[config.mk]
export PLATFORM = sky130hd
export DESIGN_NAME = ex_stage_top
export DESIGN_NICKNAME = d
export VERILOG_FILES = /design/src/design/rv32_isa_pkg.sv /design/src/design/ex_stage_pkg.sv /design/src/design/operand_if.sv /design/src/design/operand_bypass.sv /design/src/design/int_alu.sv /design/src/design/branch_resolve.sv /design/src/design/ex_mem_reg.sv /design/src/design/ex_stage_top.sv
export SDC_FILE = /design/constraint.sdc
export NUM_CORES = 1
export LEC_CHECK = 0
export BUFFER_PORTS_ARGS = -buffer_cell sky130_fd_sc_hd__buf_2
export CORE_MARGIN = 1.5
export CORE_UTILIZATION = 52
export CTS_BUF_LIST = sky130_fd_sc_hd__clkbuf_2
export DETAILED_ROUTE_END_ITERATION = 16
export PLACE_DENSITY_LB_ADDON = 0.1
export SLEW_MARGIN = 20
export SYNTH_ARGS = -nofsm -noshare
export SYNTH_HDL_FRONTEND = slang
export SYNTH_SLANG_ARGS = --single-unit
export TNS_END_PERCENT = 10
[constraint.sdc]
create_clock -name CLK -period 3.8 [get_ports CLK]
set_clock_uncertainty 0.1 [all_clocks]
set_input_delay 0.19 -clock CLK [delete_from_list [all_inputs] [get_ports CLK]]
set_output_delay 0.19 -clock CLK [all_outputs]
set_load 0.05 [all_outputs]
[src/design/rv32_isa_pkg.sv]
package rv32_isa_pkg;

  // Data and address width
  localparam int WORD_W = 32;

  // ALU operation codes
  localparam int ALUOP_W = 4;

  localparam logic [ALUOP_W-1:0] ALU_ADD  = 4'd0;
  localparam logic [ALUOP_W-1:0] ALU_SUB  = 4'd1;
  localparam logic [ALUOP_W-1:0] ALU_SLL  = 4'd2;
  localparam logic [ALUOP_W-1:0] ALU_SRL  = 4'd3;
  localparam logic [ALUOP_W-1:0] ALU_SRA  = 4'd4;
  localparam logic [ALUOP_W-1:0] ALU_AND  = 4'd5;
  localparam logic [ALUOP_W-1:0] ALU_OR   = 4'd6;
  localparam logic [ALUOP_W-1:0] ALU_XOR  = 4'd7;
  localparam logic [ALUOP_W-1:0] ALU_SLT  = 4'd8;
  localparam logic [ALUOP_W-1:0] ALU_SLTU = 4'd9;

  // Width of the funct3 field
  localparam int FUNCT3_W = 3;

  // Load and store sizes, same as funct3
  localparam logic [FUNCT3_W-1:0] LD_B  = 3'd0;
  localparam logic [FUNCT3_W-1:0] LD_H  = 3'd1;
  localparam logic [FUNCT3_W-1:0] LD_W  = 3'd2;
  localparam logic [FUNCT3_W-1:0] LD_BU = 3'd4;
  localparam logic [FUNCT3_W-1:0] LD_HU = 3'd5;

  // Branch conditions, same as funct3
  localparam logic [FUNCT3_W-1:0] BR_EQ  = 3'd0;
  localparam logic [FUNCT3_W-1:0] BR_NE  = 3'd1;
  localparam logic [FUNCT3_W-1:0] BR_LT  = 3'd4;
  localparam logic [FUNCT3_W-1:0] BR_GE  = 3'd5;
  localparam logic [FUNCT3_W-1:0] BR_LTU = 3'd6;
  localparam logic [FUNCT3_W-1:0] BR_GEU = 3'd7;

endpackage

[src/design/ex_stage_pkg.sv]
package ex_stage_pkg;

  // Forwarding selects
  localparam int FWD_SEL_W = 2;

  localparam logic [FWD_SEL_W-1:0] FWD_NONE = 2'd0;
  localparam logic [FWD_SEL_W-1:0] FWD_M    = 2'd1;
  localparam logic [FWD_SEL_W-1:0] FWD_W    = 2'd2;

  // Operand A choices
  localparam int A_SEL_W = 1;

  localparam logic [A_SEL_W-1:0] A_RS1 = 1'b0;
  localparam logic [A_SEL_W-1:0] A_PC  = 1'b1;

  // Operand B choices
  localparam int B_SEL_W = 2;

  localparam logic [B_SEL_W-1:0] B_RS1 = 2'd0;
  localparam logic [B_SEL_W-1:0] B_RS2 = 2'd1;
  localparam logic [B_SEL_W-1:0] B_IMM = 2'd2;

  // One enable per byte lane of a word
  localparam int BE_W = 4;

  localparam int REG_ADDR_W = 5;

endpackage

[src/design/operand_if.sv]
`timescale 1ns/1ps

interface operand_if;

  // Forwarded register values
  logic [rv32_isa_pkg::WORD_W-1:0] rs1_val;
  logic [rv32_isa_pkg::WORD_W-1:0] rs2_val;

  // Selected ALU operands
  logic [rv32_isa_pkg::WORD_W-1:0] alu_a;
  logic [rv32_isa_pkg::WORD_W-1:0] alu_b;

  modport bypass (output rs1_val, output rs2_val, output alu_a, output alu_b);

  modport alu (input alu_a, input alu_b);

  modport resolve (input rs1_val, input rs2_val);

endinterface

[src/design/operand_bypass.sv]
`timescale 1ns/1ps

module operand_bypass (
  input  logic [ex_stage_pkg::FWD_SEL_W-1:0] bypass_rs1,
  input  logic [ex_stage_pkg::FWD_SEL_W-1:0] bypass_rs2,
  input  logic [rv32_isa_pkg::WORD_W-1:0]    rs1_data,
  input  logic [rv32_isa_pkg::WORD_W-1:0]    rs2_data,
  input  logic [rv32_isa_pkg::WORD_W-1:0]    rd_data_mem,
  input  logic [rv32_isa_pkg::WORD_W-1:0]    rd_data_wb,
  input  logic [rv32_isa_pkg::WORD_W-1:0]    pc,
  input  logic [rv32_isa_pkg::WORD_W-1:0]    imm,
  input  logic [ex_stage_pkg::A_SEL_W-1:0]   alu_a_sel,
  input  logic [ex_stage_pkg::B_SEL_W-1:0]   alu_b_sel,
  operand_if.bypass                          ops
);

  import rv32_isa_pkg::*;
  import ex_stage_pkg::*;

  // Newest value wins: memory stage, then writeback, then register file
  function automatic logic [WORD_W-1:0] fwd_pick(
    input logic [FWD_SEL_W-1:0] sel,
    input logic [WORD_W-1:0]    reg_val
  );
    if (sel == FWD_M) begin
      return rd_data_mem;
    end else if (sel == FWD_W) begin
      return rd_data_wb;
    end
    return reg_val;
  endfunction

  assign ops.rs1_val = fwd_pick(bypass_rs1, rs1_data);
  assign ops.rs2_val = fwd_pick(bypass_rs2, rs2_data);

  always_comb begin
    case (alu_a_sel)
      A_RS1:   ops.alu_a = ops.rs1_val;
      default: ops.alu_a = pc;
    endcase
  end

  always_comb begin
    case (alu_b_sel)
      B_RS1:   ops.alu_b = ops.rs1_val;
      B_RS2:   ops.alu_b = ops.rs2_val;
      B_IMM:   ops.alu_b = imm;
      default: ops.alu_b = '0;
    endcase
  end

endmodule

[src/design/int_alu.sv]
`timescale 1ns/1ps

module int_alu (
  operand_if.alu                            ops,
  input  logic [rv32_isa_pkg::ALUOP_W-1:0]  aluop,
  output logic [rv32_isa_pkg::WORD_W-1:0]   result
);

  import rv32_isa_pkg::*;

  logic [4:0] shamt;

  // Shift amount is only the low five bits
  assign shamt = ops.alu_b[4:0];

  always_comb begin
    case (aluop)
      ALU_ADD:  result = ops.alu_a + ops.alu_b;
      ALU_SUB:  result = ops.alu_a - ops.alu_b;
      ALU_SLL:  result = ops.alu_a << shamt;
      ALU_SRL:  result = ops.alu_a >> shamt;
      ALU_SRA:  result = $signed(ops.alu_a) >>> shamt;
      ALU_AND:  result = ops.alu_a & ops.alu_b;
      ALU_OR:   result = ops.alu_a | ops.alu_b;
      ALU_XOR:  result = ops.alu_a ^ ops.alu_b;
      // Compares give 1 or 0
      ALU_SLT: begin
        result = {{(WORD_W-1){1'b0}}, $signed(ops.alu_a) < $signed(ops.alu_b)};
      end
      ALU_SLTU: begin
        result = {{(WORD_W-1){1'b0}}, ops.alu_a < ops.alu_b};
      end
      default:  result = '0;
    endcase
  end

endmodule

[src/design/branch_resolve.sv]
`timescale 1ns/1ps

module branch_resolve (
  operand_if.resolve                         ops,
  input  logic [rv32_isa_pkg::WORD_W-1:0]    pc,
  input  logic [rv32_isa_pkg::WORD_W-1:0]    br_imm,
  input  logic [rv32_isa_pkg::WORD_W-1:0]    j_offset,
  input  logic [rv32_isa_pkg::FUNCT3_W-1:0]  branch_type,
  input  logic                               j_sel,
  output logic                               branch_taken,
  output logic [rv32_isa_pkg::WORD_W-1:0]    jump_addr,
  output logic [rv32_isa_pkg::WORD_W-1:0]    resolved_addr
);

  import rv32_isa_pkg::*;

  logic [WORD_W-1:0] pc4;
  logic [WORD_W-1:0] branch_addr;
  logic [WORD_W-1:0] jalr_sum;
  logic              lt_s;
  logic              lt_u;
  logic              eq;

  assign eq   = ops.rs1_val == ops.rs2_val;
  assign lt_s = $signed(ops.rs1_val) < $signed(ops.rs2_val);
  assign lt_u = ops.rs1_val < ops.rs2_val;

  always_comb begin
    case (branch_type)
      BR_EQ:   branch_taken = eq;
      BR_NE:   branch_taken = ~eq;
      BR_LT:   branch_taken = lt_s;
      BR_GE:   branch_taken = ~lt_s;
      BR_LTU:  branch_taken = lt_u;
      BR_GEU:  branch_taken = ~lt_u;
      default: branch_taken = 1'b0;
    endcase
  end

  assign pc4         = pc + WORD_W'(4);
  assign branch_addr = pc + br_imm;

  // Fall through to the next instruction when not taken
  assign resolved_addr = branch_taken ? branch_addr : pc4;

  // JALR target has bit 0 cleared
  assign jalr_sum  = ops.rs1_val + j_offset;
  assign jump_addr = j_sel ? (pc + j_offset) : {jalr_sum[WORD_W-1:1], 1'b0};

endmodule

[src/design/ex_mem_reg.sv]
`timescale 1ns/1ps

module ex_mem_reg (
  input  logic                                CLK,
  input  logic                                nRST,
  input  logic                                halt,
  input  logic                                pc_en,
  input  logic                                ex_mem_flush,
  input  logic                                dmem_access,
  input  logic                                dmem_busy,
  input  logic [rv32_isa_pkg::WORD_W-1:0]     alu_result,
  input  logic [rv32_isa_pkg::WORD_W-1:0]     store_data,
  input  logic [rv32_isa_pkg::WORD_W-1:0]     jump_addr_in,
  input  logic [rv32_isa_pkg::WORD_W-1:0]     resolved_addr_in,
  input  logic [rv32_isa_pkg::FUNCT3_W-1:0]   load_type,
  input  logic                                wen,
  input  logic                                dren,
  input  logic                                dwen,
  input  logic                                jump_instr,
  input  logic                                branch_instr,
  input  logic                                branch_taken_in,
  input  logic [ex_stage_pkg::REG_ADDR_W-1:0] reg_rd,
  output logic [rv32_isa_pkg::WORD_W-1:0]     alu_result_out,
  output logic [rv32_isa_pkg::WORD_W-1:0]     store_data_out,
  output logic [rv32_isa_pkg::WORD_W-1:0]     jump_addr_out,
  output logic [rv32_isa_pkg::WORD_W-1:0]     resolved_addr_out,
  output logic                                mem_wen,
  output logic                                mem_dren,
  output logic                                mem_dwen,
  output logic                                jump_instr_out,
  output logic                                branch_instr_out,
  output logic                                branch_taken_out,
  output logic [ex_stage_pkg::REG_ADDR_W-1:0] reg_rd_out,
  output logic [ex_stage_pkg::BE_W-1:0]       byte_en
);

  import rv32_isa_pkg::*;
  import ex_stage_pkg::*;

  logic [1:0]      byte_offset;
  logic [BE_W-1:0] byte_en_d;
  logic            clear;
  logic            drain;

  // Byte lane comes from the low address bits
  assign byte_offset = alu_result[1:0];

  always_comb begin
    case (load_type)
      LD_B, LD_BU: byte_en_d = BE_W'(1) << byte_offset;
      LD_H, LD_HU: begin
        case (byte_offset)
          2'b00:   byte_en_d = 4'b0011;
          2'b10:   byte_en_d = 4'b1100;
          default: byte_en_d = '0;
        endcase
      end
      LD_W:        byte_en_d = '1;
      default:     byte_en_d = '0;
    endcase
  end

  assign clear = halt | (ex_mem_flush & pc_en);
  // Memory has accepted the request, so drop it
  assign drain = dmem_access & ~dmem_busy;

  always_ff @(posedge CLK, negedge nRST) begin
    if (!nRST) begin
      alu_result_out    <= '0;
      store_data_out    <= '0;
      jump_addr_out     <= '0;
      resolved_addr_out <= '0;
      mem_wen           <= 1'b0;
      mem_dren          <= 1'b0;
      mem_dwen          <= 1'b0;
      jump_instr_out    <= 1'b0;
      branch_instr_out  <= 1'b0;
      branch_taken_out  <= 1'b0;
      reg_rd_out        <= '0;
      byte_en           <= '0;
    end else if (clear) begin
      alu_result_out    <= '0;
      store_data_out    <= '0;
      jump_addr_out     <= '0;
      resolved_addr_out <= '0;
      mem_wen           <= 1'b0;
      mem_dren          <= 1'b0;
      mem_dwen          <= 1'b0;
      jump_instr_out    <= 1'b0;
      branch_instr_out  <= 1'b0;
      branch_taken_out  <= 1'b0;
      reg_rd_out        <= '0;
      byte_en           <= '0;
    end else if (drain) begin
      mem_dren <= 1'b0;
      mem_dwen <= 1'b0;
    end else if (pc_en) begin
      alu_result_out    <= alu_result;
      store_data_out    <= store_data;
      jump_addr_out     <= jump_addr_in;
      resolved_addr_out <= resolved_addr_in;
      mem_wen           <= wen;
      mem_dren          <= dren;
      mem_dwen          <= dwen;
      jump_instr_out    <= jump_instr;
      branch_instr_out  <= branch_instr;
      branch_taken_out  <= branch_taken_in;
      reg_rd_out        <= reg_rd;
      byte_en           <= byte_en_d;
    end
  end

endmodule

[src/design/ex_stage_top.sv]
`timescale 1ns/1ps

module ex_stage_top (
  input  logic                                 CLK,
  input  logic                                 nRST,
  input  logic                                 halt,
  input  logic                                 pc_en,
  input  logic                                 ex_mem_flush,
  input  logic                                 dmem_access,
  input  logic                                 dmem_busy,
  input  logic [rv32_isa_pkg::WORD_W-1:0]      pc,
  input  logic [rv32_isa_pkg::WORD_W-1:0]      rs1_data,
  input  logic [rv32_isa_pkg::WORD_W-1:0]      rs2_data,
  input  logic [rv32_isa_pkg::WORD_W-1:0]      imm,
  input  logic [rv32_isa_pkg::WORD_W-1:0]      br_imm,
  input  logic [rv32_isa_pkg::WORD_W-1:0]      j_offset,
  input  logic [rv32_isa_pkg::WORD_W-1:0]      rd_data_mem,
  input  logic [rv32_isa_pkg::WORD_W-1:0]      rd_data_wb,
  input  logic [ex_stage_pkg::FWD_SEL_W-1:0]   bypass_rs1,
  input  logic [ex_stage_pkg::FWD_SEL_W-1:0]   bypass_rs2,
  input  logic [ex_stage_pkg::A_SEL_W-1:0]     alu_a_sel,
  input  logic [ex_stage_pkg::B_SEL_W-1:0]     alu_b_sel,
  input  logic [rv32_isa_pkg::ALUOP_W-1:0]     aluop,
  input  logic [rv32_isa_pkg::FUNCT3_W-1:0]    branch_type,
  input  logic                                 j_sel,
  input  logic [rv32_isa_pkg::FUNCT3_W-1:0]    load_type,
  input  logic                                 wen,
  input  logic                                 dren,
  input  logic                                 dwen,
  input  logic                                 jump_instr,
  input  logic                                 branch_instr,
  input  logic [ex_stage_pkg::REG_ADDR_W-1:0]  reg_rd,
  output logic [rv32_isa_pkg::WORD_W-1:0]      alu_result_out,
  output logic [rv32_isa_pkg::WORD_W-1:0]      store_wdata,
  output logic                                 mem_wen,
  output logic                                 mem_dren,
  output logic                                 mem_dwen,
  output logic [ex_stage_pkg::BE_W-1:0]        byte_en,
  output logic [rv32_isa_pkg::WORD_W-1:0]      jump_addr,
  output logic                                 jump_instr_out,
  output logic                                 branch_instr_out,
  output logic                                 branch_taken,
  output logic [rv32_isa_pkg::WORD_W-1:0]      br_resolved_addr,
  output logic [ex_stage_pkg::REG_ADDR_W-1:0]  reg_rd_out
);

  import rv32_isa_pkg::*;

  logic [WORD_W-1:0] alu_result;
  logic [WORD_W-1:0] jump_addr_c;
  logic [WORD_W-1:0] resolved_addr_c;
  logic              branch_taken_c;

  operand_if ops ();

  operand_bypass u_operand_bypass (
    .bypass_rs1  (bypass_rs1),
    .bypass_rs2  (bypass_rs2),
    .rs1_data    (rs1_data),
    .rs2_data    (rs2_data),
    .rd_data_mem (rd_data_mem),
    .rd_data_wb  (rd_data_wb),
    .pc          (pc),
    .imm         (imm),
    .alu_a_sel   (alu_a_sel),
    .alu_b_sel   (alu_b_sel),
    .ops         (ops)
  );

  int_alu u_int_alu (
    .ops    (ops),
    .aluop  (aluop),
    .result (alu_result)
  );

  branch_resolve u_branch_resolve (
    .ops           (ops),
    .pc            (pc),
    .br_imm        (br_imm),
    .j_offset      (j_offset),
    .branch_type   (branch_type),
    .j_sel         (j_sel),
    .branch_taken  (branch_taken_c),
    .jump_addr     (jump_addr_c),
    .resolved_addr (resolved_addr_c)
  );

  // Store data is the forwarded rs2 value
  ex_mem_reg u_ex_mem_reg (
    .CLK               (CLK),
    .nRST              (nRST),
    .halt              (halt),
    .pc_en             (pc_en),
    .ex_mem_flush      (ex_mem_flush),
    .dmem_access       (dmem_access),
    .dmem_busy         (dmem_busy),
    .alu_result        (alu_result),
    .store_data        (ops.rs2_val),
    .jump_addr_in      (jump_addr_c),
    .resolved_addr_in  (resolved_addr_c),
    .load_type         (load_type),
    .wen               (wen),
    .dren              (dren),
    .dwen              (dwen),
    .jump_instr        (jump_instr),
    .branch_instr      (branch_instr),
    .branch_taken_in   (branch_taken_c),
    .reg_rd            (reg_rd),
    .alu_result_out    (alu_result_out),
    .store_data_out    (store_wdata),
    .jump_addr_out     (jump_addr),
    .resolved_addr_out (br_resolved_addr),
    .mem_wen           (mem_wen),
    .mem_dren          (mem_dren),
    .mem_dwen          (mem_dwen),
    .jump_instr_out    (jump_instr_out),
    .branch_instr_out  (branch_instr_out),
    .branch_taken_out  (branch_taken),
    .reg_rd_out        (reg_rd_out),
    .byte_en           (byte_en)
  );

endmodule

==> results of run 1 <==
## stage by stage
step | instance area (um^2) | setup WS, ns | utilization (%) | setup TNS (ns) | std cells
4_1_cts | 34800 | 0.0123 | 80.5 | 0 | 4983
3_5_place_dp | 30500 | -1.74 | 70.6 | -55.17 | 4552
3_3_place_gp | 30500 | -1.76 | 70.6 | -46.40 | 4552
2_1_floorplan | 23300 | -0.728 | - | -23.57 | 3027
## cell usage after synthesis (33+ instances only)
master | number | area [um^2]
a21oi_1 | 266 | 1330
xnor2_1 | 65 | 569
o21ai_0 | 270 | 1350
buf_2 | 33 | 165
nand3_1 | 56 | 280
xor2_1 | 49 | 429
clkbuf_1 | 120 | 450
nor2_1 | 234 | 878
a31oi_1 | 39 | 244
nand2_1 | 346 | 1300
ha_1 | 224 | 2800
mux2_2 | 56 | 631
o22ai_1 | 34 | 213
a211oi_1 | 38 | 285
dfrtp_1 | 143 | 3580
nor3_1 | 38 | 190
mux2i_1 | 288 | 2880
inv_1 | 132 | 495
a21o_1 | 63 | 473
## cells by family after synthesis
kind of cell	synth area share, %
buffers and inverters	5.79
AOI/OAI and AO/OA	29.6
xor gates and xnor gates	4.48
DFF	15.7
adders and majority gates	12.7
and+or+nand+nor	16.2
muxes	15.5
## layer usage
layer / overflow / track usage (%)
met1: 0 / 74.0
met4: 8 / 64.0
met5: 0 / 24.4
met2: 7 / 87.2
met3: 1 / 50.5
## repair_timing
action	4_1_cts
setup buffers	0
endpoints found under the hold margin	286
setup endpoints to repair	2
hold buffers	400
gates cloned	0
gates resized for setup	3
pin swaps	1
==> run summary, run 1 <==
run status: did not finish
Stopped at: global routing
first error: [ERROR GRT-0116] Global routing finished with congestion. Check the congestion regions in the DRC Viewer.
synth warn: 0
cells after synthesis: 3,027
CTS buffer count: 17
Seq/Total Area, Yosys: 15.7%
IO Count: 434
wire length of the first global-routing pass: 235 mm
Yosys cell types: 92
gpl congestion: 1.09
clock sink count: 143
GRT overflow: 16
DIE WIDTH: 212 um
Buffers on Ports: 433
HPWL after DPL: 92.5 mm
largest net degree at the start of global routing: 125
#FFs+latches synth: 143
Initial Util: 52.8%
synthesized area per cell: 7.53 um^2
vias in the first global route: 37,447
number of synthesized flops with an enable pin: 0
# rows: 76
async set-reset flop share out of synthesis: 100%
Synth Net Count: 3,547
H-tree lvl count: 4
Root Buffer: clkbuf_2
area of the mapped netlist: 22,800 um^2
die height: 212 um
Most used DFF post-synth: dfrtp_1
Clock Tree Buf Depth: 2
all-layer global routing usage: 69.9%
==> inputs of run 2 (changes only) <==
--- a/config.mk
+++ b/config.mk
@@ -7,10 +7,9 @@
 export LEC_CHECK = 0
 export BUFFER_PORTS_ARGS = -buffer_cell sky130_fd_sc_hd__buf_2
 export CORE_MARGIN = 1.5
-export CORE_UTILIZATION = 52
-export CTS_BUF_LIST = sky130_fd_sc_hd__clkbuf_2
+export CORE_UTILIZATION = 37
 export DETAILED_ROUTE_END_ITERATION = 16
-export PLACE_DENSITY_LB_ADDON = 0.1
+export PLACE_DENSITY_LB_ADDON = 0.15
 export SLEW_MARGIN = 20
 export SYNTH_ARGS = -nofsm -noshare
 export SYNTH_HDL_FRONTEND = slang
==> run 2 against run 1 <==
The flow now finishes, with violations (negative setup slack); synthesized cell count unchanged; area after synthesis stayed put.
==> run summary, run 2 <==
top post-synthesis cells by area: dfrtp_1 16%, mux2i_1 13%, ha_1 12% (unchanged)
Inst Count DP: 4,810 (was 4,552)
wire length of the first global-routing pass: 188 mm
IO Count: 434 (unchanged)
PD cells: 350 nW/um^2
commonest non-fill, non-tap cell in the layout: buf_4
gpl congestion: 1.03 (was 1.09)
Slew Limit Headroom: 30.2%
clock-pin slew on the worst setup and hold paths: 0.07 ns
cell depth of the worst hold path: 3
max incr delay on CP: 0.37 ns
HPWL after DPL: 107 mm (was 92.5 mm)
# rows: 90 (was 76)
start of the worst register-to-register path: u_ex_mem_reg.alu_result_out[28]
initial antenna violation count: 17
final period utilization: 108%
Initial Util: 37.6% (was 52.8%)
worst reg2reg path depth: 7
commonest non-fill, non-tap cells in the layout: 746 x buf_4, 431 x buf_2, 346 x nand2_1
CP required: 4.09 ns
die height: 251 um (was 212 um)
PnR worst setup slack: -0.290 ns
H-tree lvl count: 4 (unchanged)
Clock Tree Buf Depth: 2 (unchanged)
DR iter-0 viols: 2,879
Synth Net Count: 3,547 (unchanged)
run status: complete, but fails checks (was did not finish)
via count: 29,262
Worst Hold Endpoint: u_ex_mem_reg.jump_addr_out[0]
peak supply drop: 0.000425 V
Root Buffer: clkbuf_16 (was clkbuf_2)
final WL: 129 mm
Yosys cell types: 92 (unchanged)
Post-synth top cells: 346 x nand2_1, 288 x mux2i_1, 270 x o21ai_0 (unchanged)
area of the mapped netlist: 22,800 um^2 (unchanged)
Most used DFF post-synth: dfrtp_1 (unchanged)
Slew @ Worst Pin: 1.04 ns
slowest stage cell, crit path: fa_2
vias in the first global route: 28,774
#FFs+latches synth: 143 (unchanged)
CP endpoint kind: register
Hold Startpoint: j_offset[0]
pre-CTS setup slack: -1.33 ns (was -1.74 ns)
worst hold path type: input port to register
FMAX: 244 MHz
Crit Path Class: input port to register
core area: 60,600 um^2
Cell Chain, Critical Path: buf_8 -> inv_12 -> ha_4 -> mux2_4 -> o211ai_1 -> o211a_2 -> inv_6 -> ha_4 -> fa_2 -> a21o_1 -> a211oi_2 -> o21bai_2 -> a211oi_2 -> buf_4 -> a2111oi_4 -> buf_4 -> o31a_1 -> nor2_2 -> xnor2_1 -> a222oi_1 -> nand4_1 -> a22o_1
clk_lat worst skew: 0.50 ns
CTS buffer count: 17 (unchanged)
area leader, netlist: dfrtp_1 (unchanged)
P&R area growth vs syn: 45.3%
Die ar.: 63,100 um^2
Vias/cell: 5.97
fillers: 5,835
Setup-failing EPs final: 50
R2R Setup Slk: 1.56 ns
all-layer global routing usage: 40.0%
Design Power: 11,600 uW
Antenna Nets Post-Route: 0
leakage power: 0.0165 uW
r2r endpoint: u_ex_mem_reg.alu_result_out[28]
largest net degree at the start of global routing: 99
synth warn: 0 (unchanged)
most numerous cell in the Yosys netlist: nand2_1 (unchanged)
Slew Limit Fails: 0
Startpoint Class: input port
max-cap viol count: 0
WL/cell: 26.4 um
RSZ-0062 raised after global routing: yes
Seq/Total Area, Yosys: 15.7% (unchanged)
non-filler cells, final: 4,899
final setup TNS: -4.77 ns
layout cell share with drive strength beyond 1: 36.0%
CP Data Arrival Time: 4.38 ns
crit-path max FO: 6
Pre-Repair DR Iteration Count: 6
DIE WIDTH: 251 um (was 212 um)
drc violations: 0
failing checks: negative setup slack
synthesized area per cell: 7.53 um^2 (unchanged)
number of synthesized flops with an enable pin: 0 (unchanged)
Synth top area share: 15.7% (unchanged)
clock sink count: 143 (unchanged)
Nets: 4,613
final hold violations: 0
cells after synthesis: 3,027 (unchanged)
GRT overflow: 0
CTS tree: built
shortest period the worst path allows: 4.09 ns
async set-reset flop share out of synthesis: 100% (unchanged)
Buffers on Ports: 433 (unchanged)
run 2: through the flow:
stage,cell area [um^2],hold slack [ns],util (%)
floorplan,23300,-0.206,-
global placement,31300,0.223,51.6
detailed placement,31300,0.221,51.6
CTS,32800,0.00681,54.1
global route,33100,0.0409,54.7
finish,33100,0.0442,54.7
run 2: critical path: cells and delay by family:
family	cells	cell delay (ns)
AO/OA/AOI/OAI	10	2.26
XOR/XNOR	1	0.09
adder cells (fa/ha/maj)	3	0.73
buffers and inverters	5	0.53
multiplexers	1	0.33
AND/OR/NAND/NOR	2	0.24
run 2: timing repair:
| item | in CTS | in global routing |
|---|---|---|
| pin swaps | 55 | 34 |
| resized for setup | 139 | 74 |
| setup endpoints to repair | 71 | 75 |
| hold endpoints to repair | 97 | 0 |
| hold buffers | 16 | 0 |
| buffers inserted | 27 | 5 |
run 2: worst max path at each step:
stage,from,endpoint,cells past startpoint
after floorplan,bypass_rs1[1],u_ex_mem_reg.alu_result_out[25],23
after global placement,bypass_rs1[1],u_ex_mem_reg.alu_result_out[30],23
after detailed placement,bypass_rs1[1],u_ex_mem_reg.alu_result_out[21],23
after CTS,bypass_rs1[1],u_ex_mem_reg.alu_result_out[16],22
after global routing,bypass_rs1[1],u_ex_mem_reg.alu_result_out[16],22
final,bypass_rs1[1],u_ex_mem_reg.alu_result_out[16],22
run 2: cell type report:
cell class	instances	area, um^2	share of cell area, %
antenna	11	27.5	0.0831
clock buffer	17	425	1.28
clock inverter	15	188	0.567
inverter	135	534	1.61
multi-input combinational	2562	18900	56.9
sequential	143	3580	10.8
tap	782	978	2.95
timing repair buffer	1234	8540	25.8
run 2: logic make-up after synthesis:
| logic type | after synthesis | share of synthesized area [%] |
|---|---|---|
| AO/OA/AOI/OAI | 1042 | 29.6 |
| AND/OR/NAND/NOR | 831 | 16.2 |
| multiplexers | 345 | 15.5 |
| buffers and inverters | 322 | 5.79 |
| adder cells (fa/ha/maj) | 229 | 12.7 |
| flip-flops | 143 | 15.7 |
| XOR/XNOR | 115 | 4.48 |
run 2: power by group:
group	switching [uW]	internal, uW	total (uW)
Sequential	52.2	1590	1650
Combinational	4500	3510	8000
Clock	928	1000	1930
run 2: layer usage:
layer	track usage [%]	vias up	routed length (um)
met2	66.3	1417	59500
met1	50.3	14214	52600
met3	6.78	303	9790
li1	-	13318	-
met4	19.0	10	7150
met5	0	-	72
Note: power is estimated with default switching activity, not from simulation.
